## src/rv_decode_pkg.sv

```systemverilog
package rv_decode_pkg;

    // Major opcodes
    localparam logic [6:0] OPC_LOAD      = 7'b0000011;
    localparam logic [6:0] OPC_STORE     = 7'b0100011;
    localparam logic [6:0] OPC_BRANCH    = 7'b1100011;
    localparam logic [6:0] OPC_JAL       = 7'b1101111;
    localparam logic [6:0] OPC_JALR      = 7'b1100111;
    localparam logic [6:0] OPC_LUI       = 7'b0110111;
    localparam logic [6:0] OPC_AUIPC     = 7'b0010111;
    localparam logic [6:0] OPC_ARI_RTYPE = 7'b0110011;
    localparam logic [6:0] OPC_ARI_ITYPE = 7'b0010011;
    localparam logic [6:0] OPC_CSR       = 7'b1110011;
    localparam logic [6:0] OPC_FP_LOAD   = 7'b0000111;
    localparam logic [6:0] OPC_FP_STORE  = 7'b0100111;
    localparam logic [6:0] OPC_FP        = 7'b1010011;
    localparam logic [6:0] OPC_FP_MADD   = 7'b1000011;

    localparam logic [2:0] FNC_CSRRW = 3'b001;
    localparam logic [2:0] FNC_BEQ   = 3'b000;
    localparam logic [2:0] FNC_BNE   = 3'b001;
    localparam logic [2:0] FNC_BLT   = 3'b100;
    localparam logic [2:0] FNC_BGE   = 3'b101;
    localparam logic [2:0] FNC_BLTU  = 3'b110;
    localparam logic [2:0] FNC_BGEU  = 3'b111;

    // Float funct7, single precision only
    localparam logic [6:0] FNC7_FP_ADD     = 7'b0000000;
    localparam logic [6:0] FNC7_FP_FSGNJ_S = 7'b0010000;
    localparam logic [6:0] FNC7_FP_MV_X_W  = 7'b1110000;
    localparam logic [6:0] FNC7_FP_MV_W_X  = 7'b1111000;
    localparam logic [6:0] FNC7_FP_CVT_S_W = 7'b1101000;

    localparam logic [2:0] IMM_I    = 3'd0;
    localparam logic [2:0] IMM_S    = 3'd1;
    localparam logic [2:0] IMM_B    = 3'd2;
    localparam logic [2:0] IMM_U    = 3'd3;
    localparam logic [2:0] IMM_J    = 3'd4;
    localparam logic [2:0] IMM_NONE = 3'd7;

    localparam logic [1:0] TGT_BR   = 2'd0;
    localparam logic [1:0] TGT_JAL  = 2'd1;
    localparam logic [1:0] TGT_JALR = 2'd2;
    localparam logic [1:0] TGT_NONE = 2'd3;

    localparam logic [1:0] FWD_NONE = 2'd0;
    localparam logic [1:0] FWD_EX   = 2'd1;
    localparam logic [1:0] FWD_MEM  = 2'd2;
    localparam logic [1:0] FWD_WB   = 2'd3;

    // addi x0, x0, 0
    localparam logic [31:0] INST_NOP = 32'h0000_0013;

    typedef union packed {
        struct packed {
            logic [6:0] funct7;
            logic [4:0] rs2;
            logic [4:0] rs1;
            logic [2:0] funct3;
            logic [4:0] rd;
            logic [6:0] opcode;
        } r;
        struct packed {
            logic [11:0] imm_11_0;
            logic [4:0]  rs1;
            logic [2:0]  funct3;
            logic [4:0]  rd;
            logic [6:0]  opcode;
        } i;
        struct packed {
            logic [6:0] imm_11_5;
            logic [4:0] rs2;
            logic [4:0] rs1;
            logic [2:0] funct3;
            logic [4:0] imm_4_0;
            logic [6:0] opcode;
        } s;
        struct packed {
            logic       imm_12;
            logic [5:0] imm_10_5;
            logic [4:0] rs2;
            logic [4:0] rs1;
            logic [2:0] funct3;
            logic [3:0] imm_4_1;
            logic       imm_11;
            logic [6:0] opcode;
        } b;
        struct packed {
            logic [19:0] imm_31_12;
            logic [4:0]  rd;
            logic [6:0]  opcode;
        } u;
        struct packed {
            logic       imm_20;
            logic [9:0] imm_10_1;
            logic       imm_11;
            logic [7:0] imm_19_12;
            logic [4:0] rd;
            logic [6:0] opcode;
        } j;
        // Fused multiply-add, third source in the top bits
        struct packed {
            logic [4:0] rs3;
            logic [1:0] fmt;
            logic [4:0] rs2;
            logic [4:0] rs1;
            logic [2:0] rm;
            logic [4:0] rd;
            logic [6:0] opcode;
        } r4;
    } rv_inst_t;

endpackage

```

## src/pipe_tracker.sv

```systemverilog
`timescale 1ns/1ps

module pipe_tracker (
    input  logic                     clk,
    input  logic                     reset,
    input  logic                     stall,
    input  logic [31:0]              fetch_inst,
    input  logic [31:0]              fetch_pc,
    output rv_decode_pkg::rv_inst_t id_inst,
    output rv_decode_pkg::rv_inst_t ex_inst,
    output rv_decode_pkg::rv_inst_t mem_inst,
    output rv_decode_pkg::rv_inst_t wb_inst,
    output logic [31:0]              id_pc
);

    import rv_decode_pkg::*;

    always_ff @(posedge clk) begin
        if (reset) begin
            id_inst  <= INST_NOP;
            ex_inst  <= INST_NOP;
            mem_inst <= INST_NOP;
            wb_inst  <= INST_NOP;
            id_pc    <= '0;
        end else begin
            // ID holds on stall, the hazard drains as a bubble
            if (!stall) begin
                id_inst <= fetch_inst;
                id_pc   <= fetch_pc;
            end
            if (stall) begin
                ex_inst <= INST_NOP;
            end else begin
                ex_inst <= id_inst;
            end
            mem_inst <= ex_inst;
            wb_inst  <= mem_inst;
        end
    end

    a_bubble_after_stall: assert property (
        @(posedge clk) disable iff (reset)
        stall |=> ex_inst == INST_NOP
    ) else $error("EX not a bubble after stall");

endmodule

```

## src/id_control.sv

```systemverilog
`timescale 1ns/1ps

module id_control (
    input  rv_decode_pkg::rv_inst_t id_inst,
    input  rv_decode_pkg::rv_inst_t ex_inst,
    input  rv_decode_pkg::rv_inst_t mem_inst,
    input  rv_decode_pkg::rv_inst_t wb_inst,
    output logic [2:0]               imm_sel,
    output logic [1:0]               tgt_sel,
    output logic [1:0]               fwd_sel,
    output logic                     target_en,
    output logic                     stall
);

    import rv_decode_pkg::*;

    // Integer destination; FMV.X.W lands here, x0 never counts
    function automatic logic writes_rd(rv_inst_t inst);
        logic [6:0] op;
        op = inst.r.opcode;
        return !(op inside {OPC_STORE, OPC_BRANCH, OPC_CSR, OPC_FP_LOAD, OPC_FP_STORE,
                            OPC_FP_MADD})
            && (op != OPC_FP || inst.r.funct7 == FNC7_FP_MV_X_W)
            && inst.r.rd != 5'd0;
    endfunction

    function automatic logic writes_fd(rv_inst_t inst);
        return inst.r.opcode inside {OPC_FP_LOAD, OPC_FP_MADD}
            || (inst.r.opcode == OPC_FP && inst.r.funct7 != FNC7_FP_MV_X_W);
    endfunction

    logic [6:0] op;
    logic [6:0] funct7;
    logic [4:0] rs1, rs2, rs3, ex_rd;
    logic       has_rs1, has_rs2, has_fs1, has_fs2, has_fs3;
    logic       is_store, ex_load, ex_has_rd, ex_has_fd;
    logic       rs1_ex_hit, rs2_ex_hit, fs_ex_hit;

    assign op     = id_inst.r.opcode;
    assign funct7 = id_inst.r.funct7;
    assign rs1    = id_inst.r.rs1;
    assign rs2    = id_inst.r.rs2;
    assign rs3    = id_inst.r4.rs3;
    assign ex_rd  = ex_inst.r.rd;

    assign has_rs1 = rs1 != 5'd0
        && !(op inside {OPC_AUIPC, OPC_LUI, OPC_JAL, OPC_FP_MADD})
        && (op != OPC_CSR || id_inst.r.funct3 == FNC_CSRRW)
        && (op != OPC_FP || funct7 inside {FNC7_FP_MV_W_X, FNC7_FP_CVT_S_W});
    assign has_rs2 = rs2 != 5'd0 && op inside {OPC_ARI_RTYPE, OPC_STORE, OPC_BRANCH};
    assign has_fs1 = op == OPC_FP_MADD
        || (op == OPC_FP && funct7 inside {FNC7_FP_MV_X_W, FNC7_FP_FSGNJ_S, FNC7_FP_ADD});
    assign has_fs2 = op inside {OPC_FP_STORE, OPC_FP_MADD}
        || (op == OPC_FP && funct7 inside {FNC7_FP_FSGNJ_S, FNC7_FP_ADD});
    assign has_fs3 = op == OPC_FP_MADD;

    assign is_store  = op inside {OPC_STORE, OPC_FP_STORE};
    assign ex_load   = ex_inst.r.opcode inside {OPC_LOAD, OPC_FP_LOAD};
    assign ex_has_rd = writes_rd(ex_inst);
    assign ex_has_fd = writes_fd(ex_inst);

    assign rs1_ex_hit = has_rs1 && ex_has_rd && rs1 == ex_rd;
    assign rs2_ex_hit = has_rs2 && ex_has_rd && rs2 == ex_rd;
    assign fs_ex_hit  = ex_has_fd && ((has_fs1 && rs1 == ex_rd) || (has_fs2 && rs2 == ex_rd)
                                      || (has_fs3 && rs3 == ex_rd));

    // Store data is picked up later, only its address blocks
    assign stall = ex_load && (rs1_ex_hit || (!is_store && (rs2_ex_hit || fs_ex_hit)));

    always_comb begin
        fwd_sel = FWD_NONE;
        if (rs1_ex_hit) begin
            fwd_sel = FWD_EX;
        end else if (has_rs1 && writes_rd(mem_inst) && rs1 == mem_inst.r.rd) begin
            fwd_sel = FWD_MEM;
        end else if (has_rs1 && writes_rd(wb_inst) && rs1 == wb_inst.r.rd) begin
            fwd_sel = FWD_WB;
        end
    end

    always_comb begin
        imm_sel   = IMM_NONE;
        tgt_sel   = TGT_NONE;
        target_en = 1'b0;
        case (op)
            OPC_ARI_ITYPE, OPC_LOAD, OPC_FP_LOAD: imm_sel = IMM_I;
            OPC_STORE, OPC_FP_STORE: imm_sel = IMM_S;
            OPC_LUI, OPC_AUIPC: imm_sel = IMM_U;
            OPC_BRANCH: begin
                imm_sel   = IMM_B;
                tgt_sel   = TGT_BR;
                target_en = id_inst.b.funct3 inside {FNC_BEQ, FNC_BNE, FNC_BLT, FNC_BGE,
                                                     FNC_BLTU, FNC_BGEU};
            end
            OPC_JAL: begin
                imm_sel   = IMM_J;
                tgt_sel   = TGT_JAL;
                target_en = 1'b1;
            end
            OPC_JALR: begin
                imm_sel   = IMM_I;
                tgt_sel   = TGT_JALR;
                // Base still in flight from the load
                target_en = !(ex_load && rs1_ex_hit);
            end
            default: ;
        endcase
    end

    a_stall_on_load: assert final (!stall || ex_inst.i.opcode inside {OPC_LOAD, OPC_FP_LOAD})
        else $error("Stall without a load in EX");

endmodule

```

## src/imm_gen.sv

```systemverilog
`timescale 1ns/1ps

module imm_gen (
    input  rv_decode_pkg::rv_inst_t id_inst,
    input  logic [2:0]               imm_sel,
    output logic [31:0]              imm
);

    import rv_decode_pkg::*;

    always_comb begin
        case (imm_sel)
            IMM_I: imm = {{20{id_inst.i.imm_11_0[11]}}, id_inst.i.imm_11_0};
            IMM_S: imm = {{20{id_inst.s.imm_11_5[6]}}, id_inst.s.imm_11_5, id_inst.s.imm_4_0};
            IMM_B: begin
                imm = {{19{id_inst.b.imm_12}}, id_inst.b.imm_12, id_inst.b.imm_11,
                       id_inst.b.imm_10_5, id_inst.b.imm_4_1, 1'b0};
            end
            IMM_U: imm = {id_inst.u.imm_31_12, 12'b0};
            IMM_J: begin
                imm = {{11{id_inst.j.imm_20}}, id_inst.j.imm_20, id_inst.j.imm_19_12,
                       id_inst.j.imm_11, id_inst.j.imm_10_1, 1'b0};
            end
            // IMM_NONE
            default: imm = '0;
        endcase
    end

endmodule

```

## src/target_gen.sv

```systemverilog
`timescale 1ns/1ps

module target_gen (
    input  logic [31:0] id_pc,
    input  logic [31:0] rs1_data,
    input  logic [31:0] ex_result,
    input  logic [31:0] mem_result,
    input  logic [31:0] wb_result,
    input  logic [31:0] imm,
    input  logic [1:0]  tgt_sel,
    input  logic [1:0]  fwd_sel,
    input  logic        target_en,
    output logic        target_valid,
    output logic [31:0] target
);

    import rv_decode_pkg::*;

    logic [31:0] rs1_fwd;
    logic [31:0] jalr_sum;

    always_comb begin
        case (fwd_sel)
            FWD_EX:  rs1_fwd = ex_result;
            FWD_MEM: rs1_fwd = mem_result;
            FWD_WB:  rs1_fwd = wb_result;
            default: rs1_fwd = rs1_data;
        endcase
    end

    assign jalr_sum = rs1_fwd + imm;

    always_comb begin
        case (tgt_sel)
            TGT_BR, TGT_JAL: target = id_pc + imm;
            TGT_JALR:        target = {jalr_sum[31:1], 1'b0};
            default:         target = '0;
        endcase
    end

    assign target_valid = target_en;

    a_target_aligned: assert final (!target_valid || !target[0])
        else $error("Odd target 0x%08h", target);

endmodule

```

## src/id_perf_regs.sv

```systemverilog
`timescale 1ns/1ps

module id_perf_regs #(
    parameter int CNT_WIDTH = 16
) (
    input  logic        clk,
    input  logic        reset,
    input  logic        stall,
    input  logic        target_valid,
    input  logic        wb_cyc,
    input  logic        wb_stb,
    input  logic        wb_we,
    input  logic [3:0]  wb_adr,
    input  logic [31:0] wb_dat_w,
    output logic [31:0] wb_dat_r,
    output logic        wb_ack
);

    logic [CNT_WIDTH-1:0] stall_cnt;
    logic [CNT_WIDTH-1:0] redirect_cnt;
    logic                 wb_req;
    logic                 clear;

    assign wb_req = wb_cyc && wb_stb && !wb_ack;
    // Master still holds the write during ack
    assign clear  = wb_ack && wb_cyc && wb_stb && wb_we && wb_adr == 4'd8 && wb_dat_w[0];

    always_ff @(posedge clk) begin
        if (reset || clear) begin
            stall_cnt    <= '0;
            redirect_cnt <= '0;
        end else begin
            if (stall && stall_cnt != '1) begin
                stall_cnt <= stall_cnt + 1'b1;
            end
            if (target_valid && !stall && redirect_cnt != '1) begin
                redirect_cnt <= redirect_cnt + 1'b1;
            end
        end
    end

    always_ff @(posedge clk) begin
        if (reset) begin
            wb_ack <= 1'b0;
        end else begin
            wb_ack <= wb_req;
        end
    end

    always_ff @(posedge clk) begin
        if (wb_req) begin
            case (wb_adr)
                4'd0:    wb_dat_r <= 32'(stall_cnt);
                4'd4:    wb_dat_r <= 32'(redirect_cnt);
                default: wb_dat_r <= '0;
            endcase
        end
    end

    a_ack_follows_req: assert property (
        @(posedge clk) disable iff (reset)
        wb_ack |-> $past(wb_cyc && wb_stb)
    ) else $error("wb_ack without a request");

endmodule

```

## src/id_stage_top.sv

```systemverilog
`timescale 1ns/1ps

module id_stage_top #(
    parameter int CNT_WIDTH = 16
) (
    input  logic        clk,
    input  logic        reset,
    input  logic [31:0] fetch_inst,
    input  logic [31:0] fetch_pc,
    input  logic [31:0] rs1_data,
    input  logic [31:0] ex_result,
    input  logic [31:0] mem_result,
    input  logic [31:0] wb_result,
    input  logic        wb_cyc,
    input  logic        wb_stb,
    input  logic        wb_we,
    input  logic [3:0]  wb_adr,
    input  logic [31:0] wb_dat_w,
    output logic        stall,
    output logic [31:0] imm,
    output logic        target_valid,
    output logic [31:0] target,
    output logic [31:0] wb_dat_r,
    output logic        wb_ack
);

    import rv_decode_pkg::*;

    rv_inst_t    id_inst, ex_inst, mem_inst, wb_inst;
    logic [31:0] id_pc;
    logic [2:0]  imm_sel;
    logic [1:0]  tgt_sel;
    logic [1:0]  fwd_sel;
    logic        target_en;

    pipe_tracker u_pipe_tracker (
        .clk        (clk),
        .reset      (reset),
        .stall      (stall),
        .fetch_inst (fetch_inst),
        .fetch_pc   (fetch_pc),
        .id_inst    (id_inst),
        .ex_inst    (ex_inst),
        .mem_inst   (mem_inst),
        .wb_inst    (wb_inst),
        .id_pc      (id_pc)
    );

    id_control u_id_control (
        .id_inst   (id_inst),
        .ex_inst   (ex_inst),
        .mem_inst  (mem_inst),
        .wb_inst   (wb_inst),
        .imm_sel   (imm_sel),
        .tgt_sel   (tgt_sel),
        .fwd_sel   (fwd_sel),
        .target_en (target_en),
        .stall     (stall)
    );

    imm_gen u_imm_gen (
        .id_inst (id_inst),
        .imm_sel (imm_sel),
        .imm     (imm)
    );

    target_gen u_target_gen (
        .id_pc        (id_pc),
        .rs1_data     (rs1_data),
        .ex_result    (ex_result),
        .mem_result   (mem_result),
        .wb_result    (wb_result),
        .imm          (imm),
        .tgt_sel      (tgt_sel),
        .fwd_sel      (fwd_sel),
        .target_en    (target_en),
        .target_valid (target_valid),
        .target       (target)
    );

    id_perf_regs #(
        .CNT_WIDTH (CNT_WIDTH)
    ) u_id_perf_regs (
        .clk          (clk),
        .reset        (reset),
        .stall        (stall),
        .target_valid (target_valid),
        .wb_cyc       (wb_cyc),
        .wb_stb       (wb_stb),
        .wb_we        (wb_we),
        .wb_adr       (wb_adr),
        .wb_dat_w     (wb_dat_w),
        .wb_dat_r     (wb_dat_r),
        .wb_ack       (wb_ack)
    );

endmodule

```

## config.mk

```make
export PLATFORM = sky130hd
export DESIGN_NAME = id_stage_top
export DESIGN_NICKNAME = d
export VERILOG_FILES = /design/src/rv_decode_pkg.sv /design/src/pipe_tracker.sv /design/src/id_control.sv /design/src/imm_gen.sv /design/src/target_gen.sv /design/src/id_perf_regs.sv /design/src/id_stage_top.sv
export SDC_FILE = /design/constraint.sdc
export NUM_CORES = 1
export LEC_CHECK = 0
export BUFFER_PORTS_ARGS = -buffer_cell sky130_fd_sc_hd__clkbuf_2
export CORE_ASPECT_RATIO = 0.5
export CORE_MARGIN = 4
export CORE_UTILIZATION = 59
export CTS_CLUSTER_DIAMETER = 50
export DETAILED_ROUTE_END_ITERATION = 10
export PLACE_DENSITY = 0.89
export SLEW_MARGIN = 20
export SYNTH_ARGS = -nofsm -noshare
export SYNTH_HDL_FRONTEND = slang
export SYNTH_HIERARCHICAL = 1
export SYNTH_SLANG_ARGS = --single-unit
```

## constraint.sdc

```tcl
create_clock -name clk -period 13.8 [get_ports clk]
set_input_delay 0.69 -clock clk [delete_from_list [all_inputs] [get_ports clk]]
set_output_delay 0.69 -clock clk [all_outputs]
set_load 0.01 [all_outputs]
```

## After elaboration in Yosys (flattened, before gate mapping)

Cells that the tools add are included.

| operators by class | value |
|---|---|
| reduce and logical (&&, ||, !) cells | 87 |
| muxes and demuxes | 10 |
| div/mod/pow operators | 0 |
| bitwise gates (word level) | 0 |
| multiply operators | 0 |
| shift operators | 0 |
| equality and inequality tests | 69 |
| magnitude comparators | 0 |
| add/sub/neg operators | 4 |

Operators with widths:

| cell | count |
|---|---|
| $pmux 32 s5 | 1 |
| $eq 7x7->1 const B | 21 |
| $pmux 32 s3 | 1 |
| $eq 7x6->1 const B | 10 |
| $add 32x32->32 | 2 |
| $pmux 32 s2 | 1 |
| $ne 7x7->1 const B | 6 |
| $logic_and 1x1->1 | 38 |
| $add 16x1->16 const B | 2 |
| $ne 16x16->1 const B | 2 |
| $pmux 16 s2 | 1 |
| $eq 7x3->1 const B | 4 |
| $eq 5x5->1 | 5 |
| $reduce_bool 5->1 | 5 |
| $reduce_bool 6->1 | 4 |
| $eq 7x5->1 const B | 3 |
| $eq 3x3->1 const B | 5 |
| $pmux 3 s5 | 1 |
| $eq 7x2->1 const B | 2 |
| $logic_or 1x1->1 | 13 |
| $reduce_bool 2->1 | 6 |
| $logic_not 1->1 | 8 |
| $reduce_or 2->1 | 4 |
| $logic_not 7->1 | 1 |
| 15 further kinds | 24 |

| storage, ports and cells | value |
|---|---|
| ROM bits | 0 |
| bits in writable memories | 0 |
| latch bits | 0 |
| output and inout bits | 99 |
| register bits after elaboration | 225 |
| bits of input ports | 233 |
| logic and storage cells | 179 |
| memories kept | 0 |

## Longest topological paths before layout

| logic depth | value |
|---|---|
| depth in word-level cells | 15 |
| mapped depth | 21 |
| mapped depth without buffers | 18 |

## Hierarchy

Netlist, hierarchy kept.

By module, submodules not included:

| module | area an instance (µm²) | cells an instance | times used | sequential area each (µm²) |
|---|---|---|---|---|
| pipe_tracker | 4902.2 | 410 | 1 | 3203.1 |
| target_gen | 4355.4 | 560 | 1 | 0.0 |
| id_perf_regs | 2442.3 | 248 | 1 | 1141.1 |
| id_control | 898.4 | 136 | 1 | 0.0 |
| imm_gen | 540.5 | 94 | 1 | 0.0 |

## Least setup slack after synthesis

No wires, ideal clock.

| timing | value |
|---|---|
| kind | flip-flop to output port |
| from | register u_pipe_tracker/ex_inst[6] (netlist bit) |
| to | output port target[24] |
| stages on the path, launching flop included | 19 |
| setup slack | 8171 ps |
| data arrival time | 4939 ps |
| required time | 13110 ps |
| path buffers | 2 |
| path through | dfxtp_1 -> nor2_1 -> a21oi_1 -> a2111oi_0 -> nor3_1 -> nor3_1 -> clkbuf_1 -> buf_1 -> mux4_2 -> ha_1 -> a21oi_1 -> a21oi_1 -> o21ba_2 -> or4_1 -> a31o_2 -> a31oi_1 -> nor2_1 -> xor2_1 -> a31o_2 |

| on the way | value |
|---|---|
| cells in the longest elaborated chain, start to end | 12 |
| elaborated cells on any way between the ends | 21 |
| classes of those cells | 1 x add/sub; 10 x eq/ne; 3 x mux; 7 x reduce/logical |

RTL lines:

| item | line | source |
|---|---|---|
| from (decl) | pipe_tracker.sv:10 | `output rv_decode_pkg::rv_inst_t ex_inst,` |
| from (signal assigned) | pipe_tracker.sv:34 | `ex_inst <= id_inst;` |
| $eq 7x6->1 (tied with other cells) | id_control.sv:21 | `return !(op inside {OPC_STORE, OPC_BRANCH, OPC_CSR, OPC_FP_LOAD, OPC_FP_STORE,` |
| $reduce_bool 6->1 | id_control.sv:21 |  |
| $logic_not 1->1 | id_control.sv:21 |  |
| $logic_and 1x1->1 (*) | id_control.sv:23 | `&& (op != OPC_FP \|\| inst.r.funct7 == FNC7_FP_MV_X_W)` |
| $logic_and 1x1->1 (*) | id_control.sv:24 | `&& inst.r.rd != 5'd0;` |
| $logic_and 1x1->1 (*) (2 in series) | id_control.sv:62 | `assign rs1_ex_hit = has_rs1 && ex_has_rd && rs1 == ex_rd;` |
| $mux 2 (*) | id_control.sv:72 | `if (rs1_ex_hit) begin` |
| named net fwd_sel[1] | id_stage_top.sv:33 | `logic [1:0] fwd_sel;` |
| $eq 2x2->1 / $eq 2x1->1 (equally long branches) | target_gen.sv:23 | `case (fwd_sel)` |
| $pmux 32 s3 (*) | target_gen.sv:23 |  |
| $add 32x32->32 (*) | target_gen.sv:31 | `assign jalr_sum = rs1_fwd + imm;` |
| $pmux 32 s2 (*) | target_gen.sv:34 | `case (tgt_sel)` |
| to (decl) | id_stage_top.sv:22 | `output logic [31:0] target,` |

Mark *: on every way through the listed nets, which the timed path passes. The rest lies on a longest branch.

## Worst setup path after layout

Ends and elaborated chain as after synthesis.

==> flow_summary_export.csv <==
group,metric,value,unit
cts,cts_hold_buf,0,
sta,holdWs,0.433,ns
cts,cts_tree,"done",
sta,slew_headroom,27.8,%
routing,vias,11994,
routing,drc,0,
sta,setup_viol,0,
routing,first_pass_iters,7,
pwr,peakVddDrop,0.0000639,V
sta,rsz0062_at_grt,"false",
job,maxCapViolCount,0,
global_routing,grt.overflow.total,0,
global_routing,grt_pass1_wl,58100,um
global_routing,grt_pass1_vias,11437,
worst_setup_path,critPathBufInv,2,
worst_setup_path,required,13.11,ns
layout,drive_above_1_share,24.3,%
global_routing,grt_max_degree,110,
cts,numCtsBuffers,17,
sta,hold_viol,0,
logic_synthesis,synthesis.area,12100,sq um
sta,setup_tns,0,ns
layout,final_cell_mix,"clkbuf_2, dfxtp_1, nor2_1",
die,die_h,109,um
worst_setup_path,critPathMaxStageDelay,0.86,ns
cts,cts_sinks,170,
sta,fin_crit,6.78,ns
worst_setup_path,end_kind,"output port",
worst_setup_path,cpMaxStageDelayCell,"a2111oi_0",
sta,slew_violations,0,
worst_setup_path,crit_family,"compound AO/OA/AOI/OAI gates",
placement,detailedPlace.worstSlack,7.57,ns
routing,wl,37900,um
die,die_area,23000,sq um
sta,setup_slack,7.02,ns
routing,final_antenna_net_count,0,
worst_setup_path,crit_top_cell,"a21oi_1",
logic_synthesis,avgSynthCellArea,8.84,sq um
die,core,19800,sq um
cts,clockBufferDepth,2,
sta,max_slew.worst_pin.slew,1.08,ns
worst_setup_path,worst-setup-path-type,"register to output port",
die,die_w,211,um
cts,cts-root-buf,"clkbuf_16",
die,ios,332,
routing,drt_iter0_drc,1136,
sta,fin_crit_sh,49.2,%
cts,htreeDepth,4,
placement,hpwlAfterDp,29300,um
worst_setup_path,startpoint_type,"register",
routing,via_per_inst,6.36,
global_routing,antenna_found_initial,3,
pwr,p_leak,0.00606,uW
global_routing,grt.total_usage,31.4,%
placement,numPortBuffers,284,
worst_setup_path,worstPathCellList,"nor2b_1 -> a21oi_1 -> a2111oi_0 -> nor3_1 -> nor3_2 -> buf_4 -> mux4_2 -> ha_1 -> a21oi_1 -> a21oi_1 -> o21ba_2 -> or4_1 -> a31o_2 -> a31oi_1 -> nor2_1 -> xor2_1 -> a31o_2 -> clkbuf_2",
status,status,"completed",
worst_setup_path,path_max_fanout,32,
layout,fillCellCount,1566,
cts,postCtsResizedCells,0,
worst_hold_path,hp-class,"register to register",
sta,fmax,147,MHz
die,initial_core_util,61.1,%
logic_synthesis,syn_inst,1370,
layout,final_nets,1909,
layout,layout_commonest_cell,"clkbuf_2",
logic_synthesis,yosys_warnings,6,
worst_setup_path,crit_arrival,6.09,ns
layout,area_delta_synth_final,15.8,%
pwr,power_density,91.3,nW/um^2
routing,wl_per_cell,20.1,um
sta,finClkSkew,0.0100,ns
cts,clk-insertion-delay-late,0.42,ns
die,rows,36,
placement,place_congestion,0.975,
cts,postCtsSetupRepairBufs,0,
cts,clk_pin_slew,0.06,ns
metal layers:
metal | vias up | part of all wire, % | wire, um | GRT usage [%]
met5 | - | 0 | 0 | 0
met4 | 0 | 2.2 | 816 | 10.5
met3 | 97 | 8.9 | 3380 | 5.93
met2 | 675 | 50 | 19000 | 56.8
met1 | 5701 | 39 | 14800 | 38.4
li1 | 5521 | - | - | -
per-stage QoR:
| stage | power [uW] | utilization (%) | instances | instance area [sq um] |
|---|---|---|---|---|
| 6_report | 1280 | 70.8 | 1885 | 14000 |
| 5_1_grt | 1330 | 70.8 | 1885 | 14000 |
| 4_1_cts | 1280 | 70.8 | 1882 | 14000 |
| 3_5_place_dp | 819 | 67.8 | 1850 | 13400 |
| 3_3_place_gp | 807 | 67.8 | 1850 | 13400 |
| 2_1_floorplan | 737 | - | 1385 | 12200 |
state kept, by name (all words and copies together), names as in the netlist:
name / count
u_id_perf_regs/wb_ack: 1
u_id_perf_regs/stall_cnt: 16
u_pipe_tracker/id_inst: 32
u_id_perf_regs/wb_dat_r: 16
u_pipe_tracker/wb_inst: 19
u_id_perf_regs/redirect_cnt: 16
u_pipe_tracker/ex_inst: 19
u_pipe_tracker/mem_inst: 19
u_pipe_tracker/id_pc: 32
final cells by class:
class	count	area, sq um	area share [%]
Timing Repair Buffer	289	1460	10.4
Multi-Input combinational cell	1093	7960	56.7
Antenna cell	3	7.51	0.0535
Clock inverter	9	86.3	0.615
Inverter	32	120	0.856
Clock buffer	23	498	3.55
Tap cell	266	333	2.37
Sequential cell	170	3560	25.4
worst paths after layout:
check	endpoint	slack (ns)	cells after the start	start
max reg2reg	u_id_perf_regs/stall_cnt[13]	9.28	11	u_pipe_tracker/id_inst[31]
min reg2reg	u_pipe_tracker/wb_inst[0]	0.43	1	u_pipe_tracker/mem_inst[0]
min	u_pipe_tracker/wb_inst[0]	0.43	1	u_pipe_tracker/mem_inst[0]
max	target[24]	7.02	18	u_pipe_tracker/ex_inst[6]
where the power goes:
group	switching [uW]	internal (uW)
Clock	189	273
Sequential	20.7	515
Combinational	160	124
Total	370	911
Power figures use the tool's default switching activity.
